**src/source/cmd_pkg.sv**
```systemverilog
/*
 Shared definitions for the rasterizer command front end.
 Opcode in bits 31..28, immediate in bits 13..0. Every stream carries whole
 32-bit words. Unknown opcodes are treated as nop by the decoder.
*/
`default_nettype none

package cmd_pkg;

    localparam int cmd_width = 32;

    typedef enum logic [3:0] {
        op_nop           = 4'd0,
        op_triangle      = 4'd1,
        op_texture       = 4'd2,
        op_fog_lut       = 4'd3,
        op_render_config = 4'd4,
        op_framebuffer   = 4'd5
    } opcode_t;

    localparam int op_pos   = 28;
    localparam int op_size  = 4;
    localparam int imm_pos  = 0;
    localparam int imm_size = 14;

    typedef logic [imm_size-1:0] imm_t;

    // Framebuffer command bits
    localparam int fb_commit_pos    = 0;
    localparam int fb_memset_pos    = 1;
    localparam int fb_color_sel_pos = 2;
    localparam int fb_depth_sel_pos = 3;

    typedef struct packed {
        logic [cmd_width-1:0] data;
        logic                 last;
    } stream_beat_t;

    // Register index noted per field
    typedef struct packed {
        logic [15:0] reg1;           // 0
        logic [15:0] reg2;           // 1
        logic [15:0] tex_env_color;  // 2
        logic [15:0] fog_color;      // 3
        logic [15:0] color_clear;    // 4
        logic [15:0] depth_clear;    // 5
    } render_config_t;

    typedef struct packed {
        logic commit;
        logic memset;
    } fb_cmd_t;

    // Output stream indices
    localparam int num_streams = 3;

    typedef logic [1:0] stream_sel_t;

    localparam stream_sel_t stream_triangle = 2'd0;
    localparam stream_sel_t stream_texture  = 2'd1;
    localparam stream_sel_t stream_fog      = 2'd2;

endpackage

`default_nettype wire

```
**src/source/stream_port.sv**
```systemverilog
/*
 One-entry registered stream slice.
 in_ready is high when empty or when the held beat leaves this cycle.
 done pulses for one cycle as a beat with last set is taken downstream.
*/
`timescale 1ns/100ps
`default_nettype none

module stream_port (
    input  logic                  aclk,
    input  logic                  resetn,
    input  logic                  in_valid,
    output logic                  in_ready,
    input  cmd_pkg::stream_beat_t in_beat,
    output logic                  out_valid,
    input  logic                  out_ready,
    output cmd_pkg::stream_beat_t out_beat,
    output logic                  busy,
    output logic                  done
);

    logic full;

    assign in_ready  = !full || out_ready;
    assign out_valid = full;
    assign busy      = full;
    assign done      = full && out_ready && out_beat.last;

    always_ff @(posedge aclk)
    begin
        if (!resetn)
        begin
            full <= 1'b0;
        end
        else if (in_valid && in_ready)
        begin
            full <= 1'b1;
        end
        else if (out_ready)
        begin
            full <= 1'b0;
        end
    end

    always_ff @(posedge aclk)
    begin
        if (in_valid && in_ready)
            out_beat <= in_beat;
    end

    // Held beat must not change under back-pressure
    assert property (@(posedge aclk) disable iff (!resetn)
        (out_valid && !out_ready) |=> $stable(out_beat));

endmodule

`default_nettype wire

```
**src/source/cmd_decoder.sv**
```systemverilog
/*
 Command decoder. Waits for idle before each command.
 Burst words go straight to the selected port; cmd_ready follows its in_ready.
 Zero-length bursts and unknown opcodes return to the wait state.
 Config indices 6 and 7 are ignored.
*/
`timescale 1ns/100ps
`default_nettype none

module cmd_decoder #(
    parameter int FOG_LUT_WORDS = 33
) (
    input  logic                                          aclk,
    input  logic                                          resetn,
    input  logic                                          cmd_valid,
    output logic                                          cmd_ready,
    input  logic [31:0]                                   cmd_data,
    output logic [cmd_pkg::num_streams-1:0]               port_in_valid,
    input  logic [cmd_pkg::num_streams-1:0]               port_in_ready,
    output cmd_pkg::stream_beat_t [cmd_pkg::num_streams-1:0] port_in_beat,
    output logic [cmd_pkg::num_streams-1:0]               burst_start,
    output logic                                          fb_request,
    output logic                                          fb_color_sel,
    output logic                                          fb_depth_sel,
    output cmd_pkg::fb_cmd_t                              fb_cmd,
    output cmd_pkg::render_config_t                       render_config,
    input  logic                                          idle
);

    localparam cmd_pkg::imm_t fog_len = cmd_pkg::imm_t'(FOG_LUT_WORDS);

    typedef enum logic [1:0] {
        st_wait_idle,
        st_command,
        st_burst,
        st_config_value
    } state_t;

    state_t               state;
    cmd_pkg::imm_t        burst_count;
    cmd_pkg::stream_sel_t stream_sel;
    logic [2:0]           cfg_index;

    cmd_pkg::opcode_t     opcode;
    cmd_pkg::imm_t        burst_len;
    cmd_pkg::stream_sel_t burst_sel;
    logic                 is_burst;

    assign opcode = cmd_pkg::opcode_t'(cmd_data[cmd_pkg::op_pos +: cmd_pkg::op_size]);

    // Burst length and target for the word on the input
    always_comb
    begin
        burst_len = cmd_data[cmd_pkg::imm_pos +: cmd_pkg::imm_size];
        burst_sel = cmd_pkg::stream_triangle;
        is_burst  = 1'b1;
        case (opcode)
            cmd_pkg::op_triangle:
                burst_sel = cmd_pkg::stream_triangle;
            cmd_pkg::op_texture:
                burst_sel = cmd_pkg::stream_texture;
            cmd_pkg::op_fog_lut:
            begin
                burst_sel = cmd_pkg::stream_fog;
                burst_len = fog_len;
            end
            default:
                is_burst = 1'b0;
        endcase
    end

    always_comb
    begin
        case (state)
            st_command:      cmd_ready = 1'b1;
            st_config_value: cmd_ready = 1'b1;
            st_burst:        cmd_ready = port_in_ready[stream_sel];
            default:         cmd_ready = 1'b0;
        endcase
    end

    always_comb
    begin
        burst_start   = '0;
        port_in_valid = '0;
        if (state == st_command && cmd_valid && is_burst && burst_len != '0)
            burst_start[burst_sel] = 1'b1;
        if (state == st_burst)
            port_in_valid[stream_sel] = cmd_valid;
        for (int i = 0; i < cmd_pkg::num_streams; i++)
        begin
            port_in_beat[i].data = cmd_data;
            port_in_beat[i].last = (burst_count == cmd_pkg::imm_t'(1));
        end
    end

    // Buffer request is taken straight off the accepted command
    assign fb_request   = (state == st_command) && cmd_valid &&
                          (opcode == cmd_pkg::op_framebuffer);
    assign fb_color_sel = cmd_data[cmd_pkg::fb_color_sel_pos];
    assign fb_depth_sel = cmd_data[cmd_pkg::fb_depth_sel_pos];

    always_ff @(posedge aclk)
    begin
        if (!resetn)
        begin
            state         <= st_wait_idle;
            render_config <= '0;
        end
        else
        begin
            case (state)
                st_wait_idle:
                    if (idle)
                        state <= st_command;
                st_command:
                    if (cmd_valid)
                    begin
                        burst_count <= burst_len;
                        stream_sel  <= burst_sel;
                        cfg_index   <= cmd_data[cmd_pkg::imm_pos +: 3];
                        if (is_burst && burst_len != '0)
                            state <= st_burst;
                        else if (opcode == cmd_pkg::op_render_config)
                            state <= st_config_value;
                        else
                            state <= st_wait_idle;
                        if (opcode == cmd_pkg::op_framebuffer)
                        begin
                            fb_cmd.commit <= cmd_data[cmd_pkg::fb_commit_pos];
                            fb_cmd.memset <= cmd_data[cmd_pkg::fb_memset_pos];
                        end
                    end
                st_burst:
                    if (cmd_valid && cmd_ready)
                    begin
                        burst_count <= burst_count - 1'b1;
                        if (burst_count == cmd_pkg::imm_t'(1))
                            state <= st_wait_idle;
                    end
                st_config_value:
                    if (cmd_valid)
                    begin
                        case (cfg_index)
                            3'd0: render_config.reg1          <= cmd_data[15:0];
                            3'd1: render_config.reg2          <= cmd_data[15:0];
                            3'd2: render_config.tex_env_color <= cmd_data[15:0];
                            3'd3: render_config.fog_color     <= cmd_data[15:0];
                            3'd4: render_config.color_clear   <= cmd_data[15:0];
                            3'd5: render_config.depth_clear   <= cmd_data[15:0];
                            default: ;
                        endcase
                        state <= st_wait_idle;
                    end
                default:
                    state <= st_wait_idle;
            endcase
        end
    end

    // Only one output stream is fed at a time
    assert property (@(posedge aclk) disable iff (!resetn) $onehot0(port_in_valid));

    assert property (@(posedge aclk) disable iff (!resetn)
        (state == st_wait_idle) |-> !cmd_ready);

endmodule

`default_nettype wire

```
**src/source/render_sequencer.sv**
```systemverilog
/*
 Tracks outstanding bursts, the start-rendering handshake and buffer applies.
 idle is a level that lets the decoder take the next command.
 A framebuffer command with neither buffer selected starts no apply.
*/
`timescale 1ns/100ps
`default_nettype none

module render_sequencer (
    input  logic                            aclk,
    input  logic                            resetn,
    input  logic [cmd_pkg::num_streams-1:0] burst_start,
    input  logic [cmd_pkg::num_streams-1:0] port_busy,
    input  logic [cmd_pkg::num_streams-1:0] port_done,
    input  logic                            fb_request,
    input  logic                            fb_color_sel,
    input  logic                            fb_depth_sel,
    output logic                            idle,
    output logic                            start_rendering,
    input  logic                            rasterizer_running,
    input  logic                            pixel_in_pipeline,
    output logic                            color_apply,
    input  logic                            color_applied,
    output logic                            depth_apply,
    input  logic                            depth_applied
);

    typedef enum logic {
        fb_wait_request,
        fb_wait_end
    } fb_state_t;

    fb_state_t                       fb_state;
    logic                            apply_pending;
    logic [cmd_pkg::num_streams-1:0] outstanding;
    logic                            both_applied;

    assign both_applied = color_applied && depth_applied;

    assign idle = !(|outstanding) && !(|port_busy) && !apply_pending &&
                  !start_rendering && !rasterizer_running && !pixel_in_pipeline;

    // Burst flags and rasterizer kick
    always_ff @(posedge aclk)
    begin
        if (!resetn)
        begin
            outstanding     <= '0;
            start_rendering <= 1'b0;
        end
        else
        begin
            outstanding <= (outstanding | burst_start) & ~port_done;
            if (port_done[cmd_pkg::stream_triangle])
                start_rendering <= 1'b1;
            else if (rasterizer_running)
                start_rendering <= 1'b0;
        end
    end

    // Buffer apply tracker
    always_ff @(posedge aclk)
    begin
        if (!resetn)
        begin
            fb_state      <= fb_wait_request;
            apply_pending <= 1'b0;
            color_apply   <= 1'b0;
            depth_apply   <= 1'b0;
        end
        else
        begin
            if (fb_request && (fb_color_sel || fb_depth_sel))
            begin
                apply_pending <= 1'b1;
                color_apply   <= fb_color_sel;
                depth_apply   <= fb_depth_sel;
            end
            else
            begin
                // Drop each request once its unit has picked it up
                if (!color_applied)
                    color_apply <= 1'b0;
                if (!depth_applied)
                    depth_apply <= 1'b0;
            end
            case (fb_state)
                fb_wait_request:
                    if (apply_pending && !both_applied)
                        fb_state <= fb_wait_end;
                fb_wait_end:
                    if (both_applied)
                    begin
                        fb_state      <= fb_wait_request;
                        apply_pending <= 1'b0;
                    end
                default:
                    fb_state <= fb_wait_request;
            endcase
        end
    end

    // Decoder must hold off framebuffer commands until the last apply ends
    assert property (@(posedge aclk) disable iff (!resetn) fb_request |-> !apply_pending);

endmodule

`default_nettype wire

```
**src/source/cmd_frontend.sv**
```systemverilog
/*
 Command front end top level.
 One decoder feeds three identical stream ports (triangle, texture, fog).
 A burst reaches its output two cycles after the command is accepted.
 FOG_LUT_WORDS sets the fog table burst length.
*/
`timescale 1ns/100ps
`default_nettype none

module cmd_frontend #(
    parameter int FOG_LUT_WORDS = 33
) (
    input  logic                    aclk,
    input  logic                    resetn,
    input  logic                    cmd_valid,
    output logic                    cmd_ready,
    input  logic [31:0]             cmd_data,
    output logic                    tri_valid,
    input  logic                    tri_ready,
    output cmd_pkg::stream_beat_t   tri_beat,
    output logic                    tex_valid,
    input  logic                    tex_ready,
    output cmd_pkg::stream_beat_t   tex_beat,
    output logic                    fog_valid,
    input  logic                    fog_ready,
    output cmd_pkg::stream_beat_t   fog_beat,
    input  logic                    rasterizer_running,
    output logic                    start_rendering,
    input  logic                    pixel_in_pipeline,
    output logic                    color_apply,
    input  logic                    color_applied,
    output logic                    depth_apply,
    input  logic                    depth_applied,
    output cmd_pkg::fb_cmd_t        fb_cmd,
    output cmd_pkg::render_config_t render_config
);

    localparam int n = cmd_pkg::num_streams;

    logic [n-1:0]                  port_in_valid;
    logic [n-1:0]                  port_in_ready;
    cmd_pkg::stream_beat_t [n-1:0] port_in_beat;
    logic [n-1:0]                  port_out_valid;
    logic [n-1:0]                  port_out_ready;
    cmd_pkg::stream_beat_t [n-1:0] port_out_beat;
    logic [n-1:0]                  port_busy;
    logic [n-1:0]                  port_done;
    logic [n-1:0]                  burst_start;
    logic                          fb_request;
    logic                          fb_color_sel;
    logic                          fb_depth_sel;
    logic                          idle;

    cmd_decoder #(
        .FOG_LUT_WORDS(FOG_LUT_WORDS)
    ) i_cmd_decoder (
        .aclk          (aclk),
        .resetn        (resetn),
        .cmd_valid     (cmd_valid),
        .cmd_ready     (cmd_ready),
        .cmd_data      (cmd_data),
        .port_in_valid (port_in_valid),
        .port_in_ready (port_in_ready),
        .port_in_beat  (port_in_beat),
        .burst_start   (burst_start),
        .fb_request    (fb_request),
        .fb_color_sel  (fb_color_sel),
        .fb_depth_sel  (fb_depth_sel),
        .fb_cmd        (fb_cmd),
        .render_config (render_config),
        .idle          (idle)
    );

    assign port_out_ready[cmd_pkg::stream_triangle] = tri_ready;
    assign port_out_ready[cmd_pkg::stream_texture]  = tex_ready;
    assign port_out_ready[cmd_pkg::stream_fog]      = fog_ready;

    for (genvar i = 0; i < n; i++)
    begin : g_port
        stream_port i_stream_port (
            .aclk      (aclk),
            .resetn    (resetn),
            .in_valid  (port_in_valid[i]),
            .in_ready  (port_in_ready[i]),
            .in_beat   (port_in_beat[i]),
            .out_valid (port_out_valid[i]),
            .out_ready (port_out_ready[i]),
            .out_beat  (port_out_beat[i]),
            .busy      (port_busy[i]),
            .done      (port_done[i])
        );
    end

    assign tri_valid = port_out_valid[cmd_pkg::stream_triangle];
    assign tri_beat  = port_out_beat[cmd_pkg::stream_triangle];
    assign tex_valid = port_out_valid[cmd_pkg::stream_texture];
    assign tex_beat  = port_out_beat[cmd_pkg::stream_texture];
    assign fog_valid = port_out_valid[cmd_pkg::stream_fog];
    assign fog_beat  = port_out_beat[cmd_pkg::stream_fog];

    render_sequencer i_render_sequencer (
        .aclk               (aclk),
        .resetn             (resetn),
        .burst_start        (burst_start),
        .port_busy          (port_busy),
        .port_done          (port_done),
        .fb_request         (fb_request),
        .fb_color_sel       (fb_color_sel),
        .fb_depth_sel       (fb_depth_sel),
        .idle               (idle),
        .start_rendering    (start_rendering),
        .rasterizer_running (rasterizer_running),
        .pixel_in_pipeline  (pixel_in_pipeline),
        .color_apply        (color_apply),
        .color_applied      (color_applied),
        .depth_apply        (depth_apply),
        .depth_applied      (depth_applied)
    );

endmodule

`default_nettype wire

```
**config.mk**
```make
export PLATFORM = sky130hd
export DESIGN_NAME = cmd_frontend
export DESIGN_NICKNAME = d
export VERILOG_FILES = /design/src/source/cmd_pkg.sv /design/src/source/stream_port.sv /design/src/source/cmd_decoder.sv /design/src/source/render_sequencer.sv /design/src/source/cmd_frontend.sv
export SDC_FILE = /design/constraint.sdc
export NUM_CORES = 1
export LEC_CHECK = 0
export ABC_AREA = 1
export BUFFER_PORTS_ARGS = -buffer_cell sky130_fd_sc_hd__buf_4
export CELL_PAD_IN_SITES_DETAIL_PLACEMENT = 1
export CELL_PAD_IN_SITES_GLOBAL_PLACEMENT = 1
export CORE_MARGIN = 2
export CORE_UTILIZATION = 40
export CTS_BUF_LIST = sky130_fd_sc_hd__clkbuf_2
export DETAILED_ROUTE_END_ITERATION = 10
export HOLD_SLACK_MARGIN = 0.05
export PLACE_DENSITY_LB_ADDON = 0.1
export SYNTH_ARGS = -nofsm -noshare
export SYNTH_HDL_FRONTEND = slang
export SYNTH_SLANG_ARGS = --single-unit
```
**constraint.sdc**
```tcl
create_clock -name aclk -period 3.3 [get_ports aclk]
set_clock_uncertainty 0.05 [all_clocks]
set_input_delay 0.165 -clock aclk [delete_from_list [all_inputs] [get_ports aclk]]
set_output_delay 0.165 -clock aclk [all_outputs]
set_load 0.01 [all_outputs]
```
==> results.cfg, run 1 <==
[floorplan]
ios = 246
coreArea_um2 = 20100
rows = 52
start_util_pct = 40.5
die_x_um = 147
die-area_um2 = 21500
dieHeight_um = 147

[worst_setup_path]
worstPathMaxFanout = 5
critPathKind = reg2reg
crit_arrival_ns = 3.32
crit_path_end_kind = flop
required_ns = 4.04
critical_path.startpoint_type = flop

[drt]
drc_errors = 0
vias_per_cell = 4.95
dr.first_iter.drc_count = 313
via_count = 7003
routedWlPerCell_um = 19.9
firstDrtPassIters = 5
wl_mm = 28.2
ant_nets = 0

[placed_design]
port_buffers = 245
finalWeightedCongestion = 0.828
hpwl_mm = 16.9

[hold_path]
hold_path.class = in2reg

[sta]
relSlewSlack_pct = 38.4
finalCritPeriodShare_pct = 78.2
setup_viol = 0
max_freq_mhz = 387
finalHoldViolCount = 0
rsz0062_at_grt = false
tns_ns = 0
period_needed_ns = 2.58
worst_slew_pin_slew_ns = 0.924
slew_viol_final = 0

[synth]
yosysSeqAreaShare_pct = 71.0
yosys_register_bits = 229
synth.largest_area_cell = edfxtp_1
synth_top_area_share_pct = 44.2
synth_fp_nets = 796
synth_cells = 752
yosysUniqueCellTypes = 28
ys_warn_count = 0
synth_area_um2 = 8140
yosys-top-cells-count = nor2_1 (178), edfxtp_1 (120), o21ai_0 (113)
synthTopCellsByArea = edfxtp_1 (44%), dfxtp_1 (27%), nor2_1 (8.2%)
postSynth.topFlopCell = edfxtp_1
synth.most_common_cell = nor2_1
async_reset_ff_share_pct = 0
synth_edf_count = 120
avgSynthCellArea_um2 = 10.8

[clock_network]
cts_buffers = 56
clk_pin_slew_ns = 0.12
cts_tree = yes
h-tree-depth = 2
cts_buffer_depth = 3
cts_setup_buffers = 0
clock_latency_ns = 0.85
clock-sinks = 229
root_buffer = clkbuf_2
ctsResizeCount = 0

[global_routing]
antenna_found_initial = 1
grtUsageTotal_pct = 25.8
grt_pass1_wl_mm = 42.5
grt_max_degree = 104
grt.overflow.total = 0
grt_pass1_vias = 7282

[cells_and_area]
fillCellCount = 2287
drive_gt1_share_pct = 30.0
syn_to_final_growth_pct = 40.8
multi_input_area_um2 = 2040
seqCellArea_um2 = 5790
nets = 1146
fin_util_pct = 57.1

[outcome]
status = finished, final reports clean

[pwr]
vdd.ir_drop.worst_mv = 0.184
p_leak_nw = 4.83
powerDensity_nw_per_um2 = 453

[job]
max_cap_viol_count = 0
report_power, final:
part / switching (mW) / internal, mW / leakage [nW]
Clock: 1.18 / 0.737 / 0.381
Combinational: 0.160 / 0.115 / 2.50
Sequential: 0.00665 / 3.00 / 1.95
placed cells by master, fill, tap and decap left out:
master | Yosys | layout
a211oi_1 | 1 | 1
nand2_1 | 50 | 50
bufinv_16 | 0 | 1
dfxtp_1 | 109 | 109
xor2_1 | 4 | 4
nor4_1 | 3 | 3
a21oi_1 | 45 | 44
inv_2 | 3 | 3
ha_1 | 2 | 2
nand4_1 | 5 | 5
nand3b_1 | 1 | 1
nor3_4 | 1 | 1
nor2_1 | 178 | 176
dlygate4sd3_1 | 0 | 73
a21oi_4 | 0 | 1
xnor2_1 | 3 | 3
nor2_4 | 0 | 2
nor2_2 | 1 | 1
nand3_1 | 27 | 27
clkinv_4 | 0 | 1
diode_2 | 0 | 1
clkbuf_2 | 0 | 81
o21ai_1 | 2 | 2
o21ai_0 | 113 | 113
inv_1 | 41 | 41
nor3_1 | 3 | 3
clkinv_1 | 1 | 18
edfxtp_1 | 120 | 120
a31oi_1 | 5 | 5
buf_4 | 7 | 252
or3_1 | 1 | 1
registers in the layout, indices dropped and copies added, names as in the netlist:
signal / cells
g_port.i_stream_port.busy: 3
g_port.i_stream_port.out_beat: 99
i_cmd_decoder.burst_count: 14
i_cmd_decoder.cfg_index: 3
i_cmd_decoder.fb_cmd: 2
i_cmd_decoder.render_config: 96
i_cmd_decoder.state: 2
i_cmd_decoder.stream_sel: 2
i_render_sequencer.apply_pending: 1
i_render_sequencer.color_apply: 1
i_render_sequencer.depth_apply: 1
i_render_sequencer.fb_state: 1
i_render_sequencer.outstanding: 3
i_render_sequencer.start_rendering: 1
path summary, 6_finish.rpt:
kind | from | end | slack (ns) | cells past startpoint
setup / recovery | i_cmd_decoder.state[0] | i_render_sequencer.color_apply | 0.72 | 10
hold / removal | cmd_data[0] | g_port[1].i_stream_port.out_beat[1] | 0.14 | 2
setup reg to reg | i_cmd_decoder.state[0] | i_render_sequencer.color_apply | 0.72 | 10
hold reg to reg | i_cmd_decoder.render_config[11] | i_cmd_decoder.render_config[11] | 0.44 | 2
area by class of cell:
| class | instances | area share (%) |
|---|---|---|
| Clock inverter | 19 | 0.895 |
| Inverter | 45 | 1.47 |
| Multi-Input combinational cell | 445 | 17.8 |
| Clock buffer | 81 | 3.53 |
| Timing Repair Buffer | 325 | 22.9 |
| Antenna cell | 1 | 0.0218 |
| Tap cell | 270 | 2.95 |
| Sequential cell | 229 | 50.4 |
kinds of logic after synthesis:
| kind of cell | share of synthesized area (%) |
|---|---|
| compound gates | 10.3 |
| buf+inv | 4.18 |
| fa+ha+maj | 0.307 |
| xor+xnor | 0.753 |
| flops | 71.0 |
| simple gates | 13.4 |
stage by stage:
step | total power, mW | instances | cell area, µm² | hold WS (ns) | worst slack, ns
6_report | 5.19 | 1415 | 11500 | 0.142 | 0.718
5_1_grt | 5.42 | 1415 | 11500 | 0.0595 | 0.435
4_1_cts | 5.20 | 1414 | 11500 | 0.0659 | 0.789
3_5_place_dp | 3.28 | 1241 | 10200 | 0.313 | 0.943
3_3_place_gp | 3.27 | 1241 | 10200 | 0.308 | 1.05
2_1_floorplan | 3.15 | 752 | 8140 | 0.214 | 0.297
what timing repair did:
action                                  in CTS  in global routing
hold buffers                                73                  0
endpoints found under the hold margin      275                  0
endpoints found under the setup margin       0                  0
routing by layer:
layer  track usage (%)  wire [µm]
met5                 0          0
met2              44.0      13800
met4              8.79        625
met1              31.4      11600
met3              7.70       2110
critical path, cell delays in order (launching register included):
cell           delay, ns
dfxtp_1             0.36
inv_1               0.12
nor2_1              0.11
nand2_1             0.09
inv_1               0.11
nand4_1             0.13
nor2_1              0.35
nand2_1             0.09
dlygate4sd3_1       0.56
o21ai_0             0.07
dlygate4sd3_1       0.56
(Power assumes the default switching activity.)
==> run 2: changes to the inputs <==
- ABC_AREA: 1 -> 0
- CORE_UTILIZATION: 40 -> 38
- clock period: 3.3 -> 2.2 ns (I/O delays scaled with it)
==> results.cfg, run 2 <==
[synth]
synth_fp_nets = 742
async_reset_ff_share_pct = 0
synth_top_area_share_pct = 42.5
synth_cells = 698
yosys_register_bits = 229
avgSynthCellArea_um2 = 12.2
synth_area_um2 = 8490
postSynth.topFlopCell = edfxtp_1
ys_warn_count = 0
synth.most_common_cell = edfxtp_1
yosysUniqueCellTypes = 49
yosysSeqAreaShare_pct = 68.2
synth_edf_count = 120
synth.largest_area_cell = edfxtp_1
synthTopCellsByArea = edfxtp_1 (42%), dfxtp_1 (26%), nand3_1 (4.2%)
yosys-top-cells-count = edfxtp_1 (120), dfxtp_1 (109), nand2_1 (86)

[sta]
slew_viol_final = 0
rsz0062_at_grt = true
period_needed_ns = 2.16
relSlewSlack_pct = 48.5
finalHoldViolCount = 0
max_freq_mhz = 463
fin_ws_ns = 0.0403
setup_viol = 0
whs_ns = 0.124
finalCritPeriodShare_pct = 98.2
worst_slew_pin_slew_ns = 0.772

[global_routing]
grt_pass1_wl_mm = 41.8
grtUsageTotal_pct = 22.8
antenna_found_initial = 2
grt.overflow.total = 0
grt_max_degree = 173
grt_pass1_vias = 7158

[worst_setup_path]
r2r_end = i_cmd_decoder.burst_count[10]
required_ns = 2.04
path_cells = buf_6 > a211oi_4 > o21ai_1 > nand2b_1 > buf_6
critPathKind = reg2out
crit_path_end_kind = primary output
cp_slowest_cell = edfxtp_1
max_stage_delay_ns = 0.49
endpoint = cmd_ready
path_common_cell = buf_6
r2r_start = i_cmd_decoder.burst_count[1]
r2r_slack_ns = 0.06
r2r_cells = 6
crit_path_start = i_cmd_decoder.stream_sel[1]
critical_path.startpoint_type = flop
crit_arrival_ns = 2.00
worstPathMaxFanout = 3

[clock_network]
clock_latency_ns = 0.82
cts_tree = yes
root_buffer = clkbuf_2
clk_pin_slew_ns = 0.12
cts_buffer_depth = 3
h-tree-depth = 2
cts_buffers = 58
clock-sinks = 229

[cells_and_area]
fin_util_pct = 55.2
mostFrequentLayoutCell = buf_4
final_area_um2 = 12100
syn_to_final_growth_pct = 42.4
nets = 1086
most-common-layout-cells = buf_4 (264), edfxtp_1 (120), dfxtp_1 (107), clkbuf_2 (95), nand2_1 (85)
drive_gt1_share_pct = 36.5
largestRegisters = g_port.i_stream_port.out_beat: 99 flops, i_cmd_decoder.render_config: 96 flops, i_cmd_decoder.burst_count: 14 flops
largest-register = g_port.i_stream_port.out_beat
largest_reg_flops = 99

[job]
max_cap_viol_count = 0

[floorplan]
start_util_pct = 38.8
coreArea_um2 = 21900
die-area_um2 = 23500
ios = 246
die_x_um = 153
rows = 54
dieHeight_um = 153

[drt]
drc_errors = 0
vias_per_cell = 5.00
routedWlPerCell_um = 20.1
via_count = 6858
wl_mm = 27.5
firstDrtPassIters = 4
dr.first_iter.drc_count = 433
ant_nets = 0

[outcome]
status = finished, final reports clean

[placed_design]
port_buffers = 245
dpl_worst_slack_ns = 0.0556
finalWeightedCongestion = 0.844
placed_area_um2 = 10700
hpwl_mm = 17.3

[hold_path]
hold_path.class = in2reg

[pwr]
powerDensity_nw_per_um2 = 662
vdd.ir_drop.worst_mv = 0.356
p_leak_nw = 4.88
[run 2: changes by cell type after synthesis, sizes merged, moves of 23 or more]
cell and change:
nor2b +38, a21oi -39, nor2 -171, mux2i +32
clkbuf +23, o21ai -40, nand2 +36, inv -41
nand3 +45
[run 2: critical path: cells and delay by family, from the launching register on]
kind | cells | cell delay (ns)
compound gates | 2 | 0.30
simple gates | 1 | 0.11
buf+inv | 2 | 0.29
flops | 1 | 0.49
[run 2: where the power goes]
part / switching [mW] / internal (mW) / total [mW] / leakage (nW)
clock network: 1.74 / 1.25 / 2.99 / 0.436
logic: 0.267 / 0.215 / 0.481 / 2.48
registers: 0.0248 / 4.51 / 4.54 / 1.97
[run 2: logic make-up after synthesis]
kind of cell    Yosys count  synth area share (%)
fa+ha+maj                 2                 0.295
mux                      32                  3.77
compound gates          102                  6.63
flops                   229                  68.2
simple gates            260                  16.7
xor+xnor                 11                  1.13
buf+inv                  62                  3.35
[run 2: repair_timing]
action	CTS	global route
hold endpoints to repair	346	0
setup buffers	5	1
gates resized for setup	11	4
endpoints found under the setup margin	2	4
hold buffers	72	0
pin swaps	2	2
[run 2: how the worst min path moves through the flow]
stage	cells after the start	slack [ns]	end	start
5_1_grt	2	0.06	g_port[0].i_stream_port.out_beat[12]	cmd_data[11]
6_report	2	0.12	g_port[1].i_stream_port.out_beat[6]	cmd_data[5]
3_5_place_dp	1	0.26	g_port[2].i_stream_port.out_beat[17]	cmd_data[16]
4_1_cts	2	0.06	g_port[0].i_stream_port.out_beat[1]	cmd_data[0]
3_3_place_gp	1	0.25	g_port[1].i_stream_port.out_beat[25]	cmd_data[24]
2_1_floorplan	0	0.16	g_port[0].i_stream_port.out_beat[10]	cmd_data[9]
[run 2: cell type report]
class	instances	area [µm²]
flip-flops and latches	229	5790
fillers	2391	9800
well taps	280	350
clock buffers	95	475
repair buffers	343	2830
inverters	3	11.3
multi-input cells	407	2560
clock inverters	12	73.8
diodes	2	5.00
[run 2: metrics by stage]
stage | power (mW) | TNS (ns) | cells
after floorplan | 4.81 | -6.93 | 698
after global placement | 4.99 | 0 | 1184
after detailed placement | 5.00 | 0 | 1184
after CTS | 8.08 | -0.0445 | 1368
after global routing | 8.38 | -0.137 | 1371
final | 8.01 | 0 | 1371
[run 2: routing by layer]
metal / vias up / part of all wire [%] / GRT usage, %
met5: - / 0 / 0
met4: 0 / 2.3 / 8.13
met3: 47 / 7.8 / 7.09
met2: 255 / 49 / 38.5
met1: 3334 / 41 / 27.6
li1: 3222 / - / -
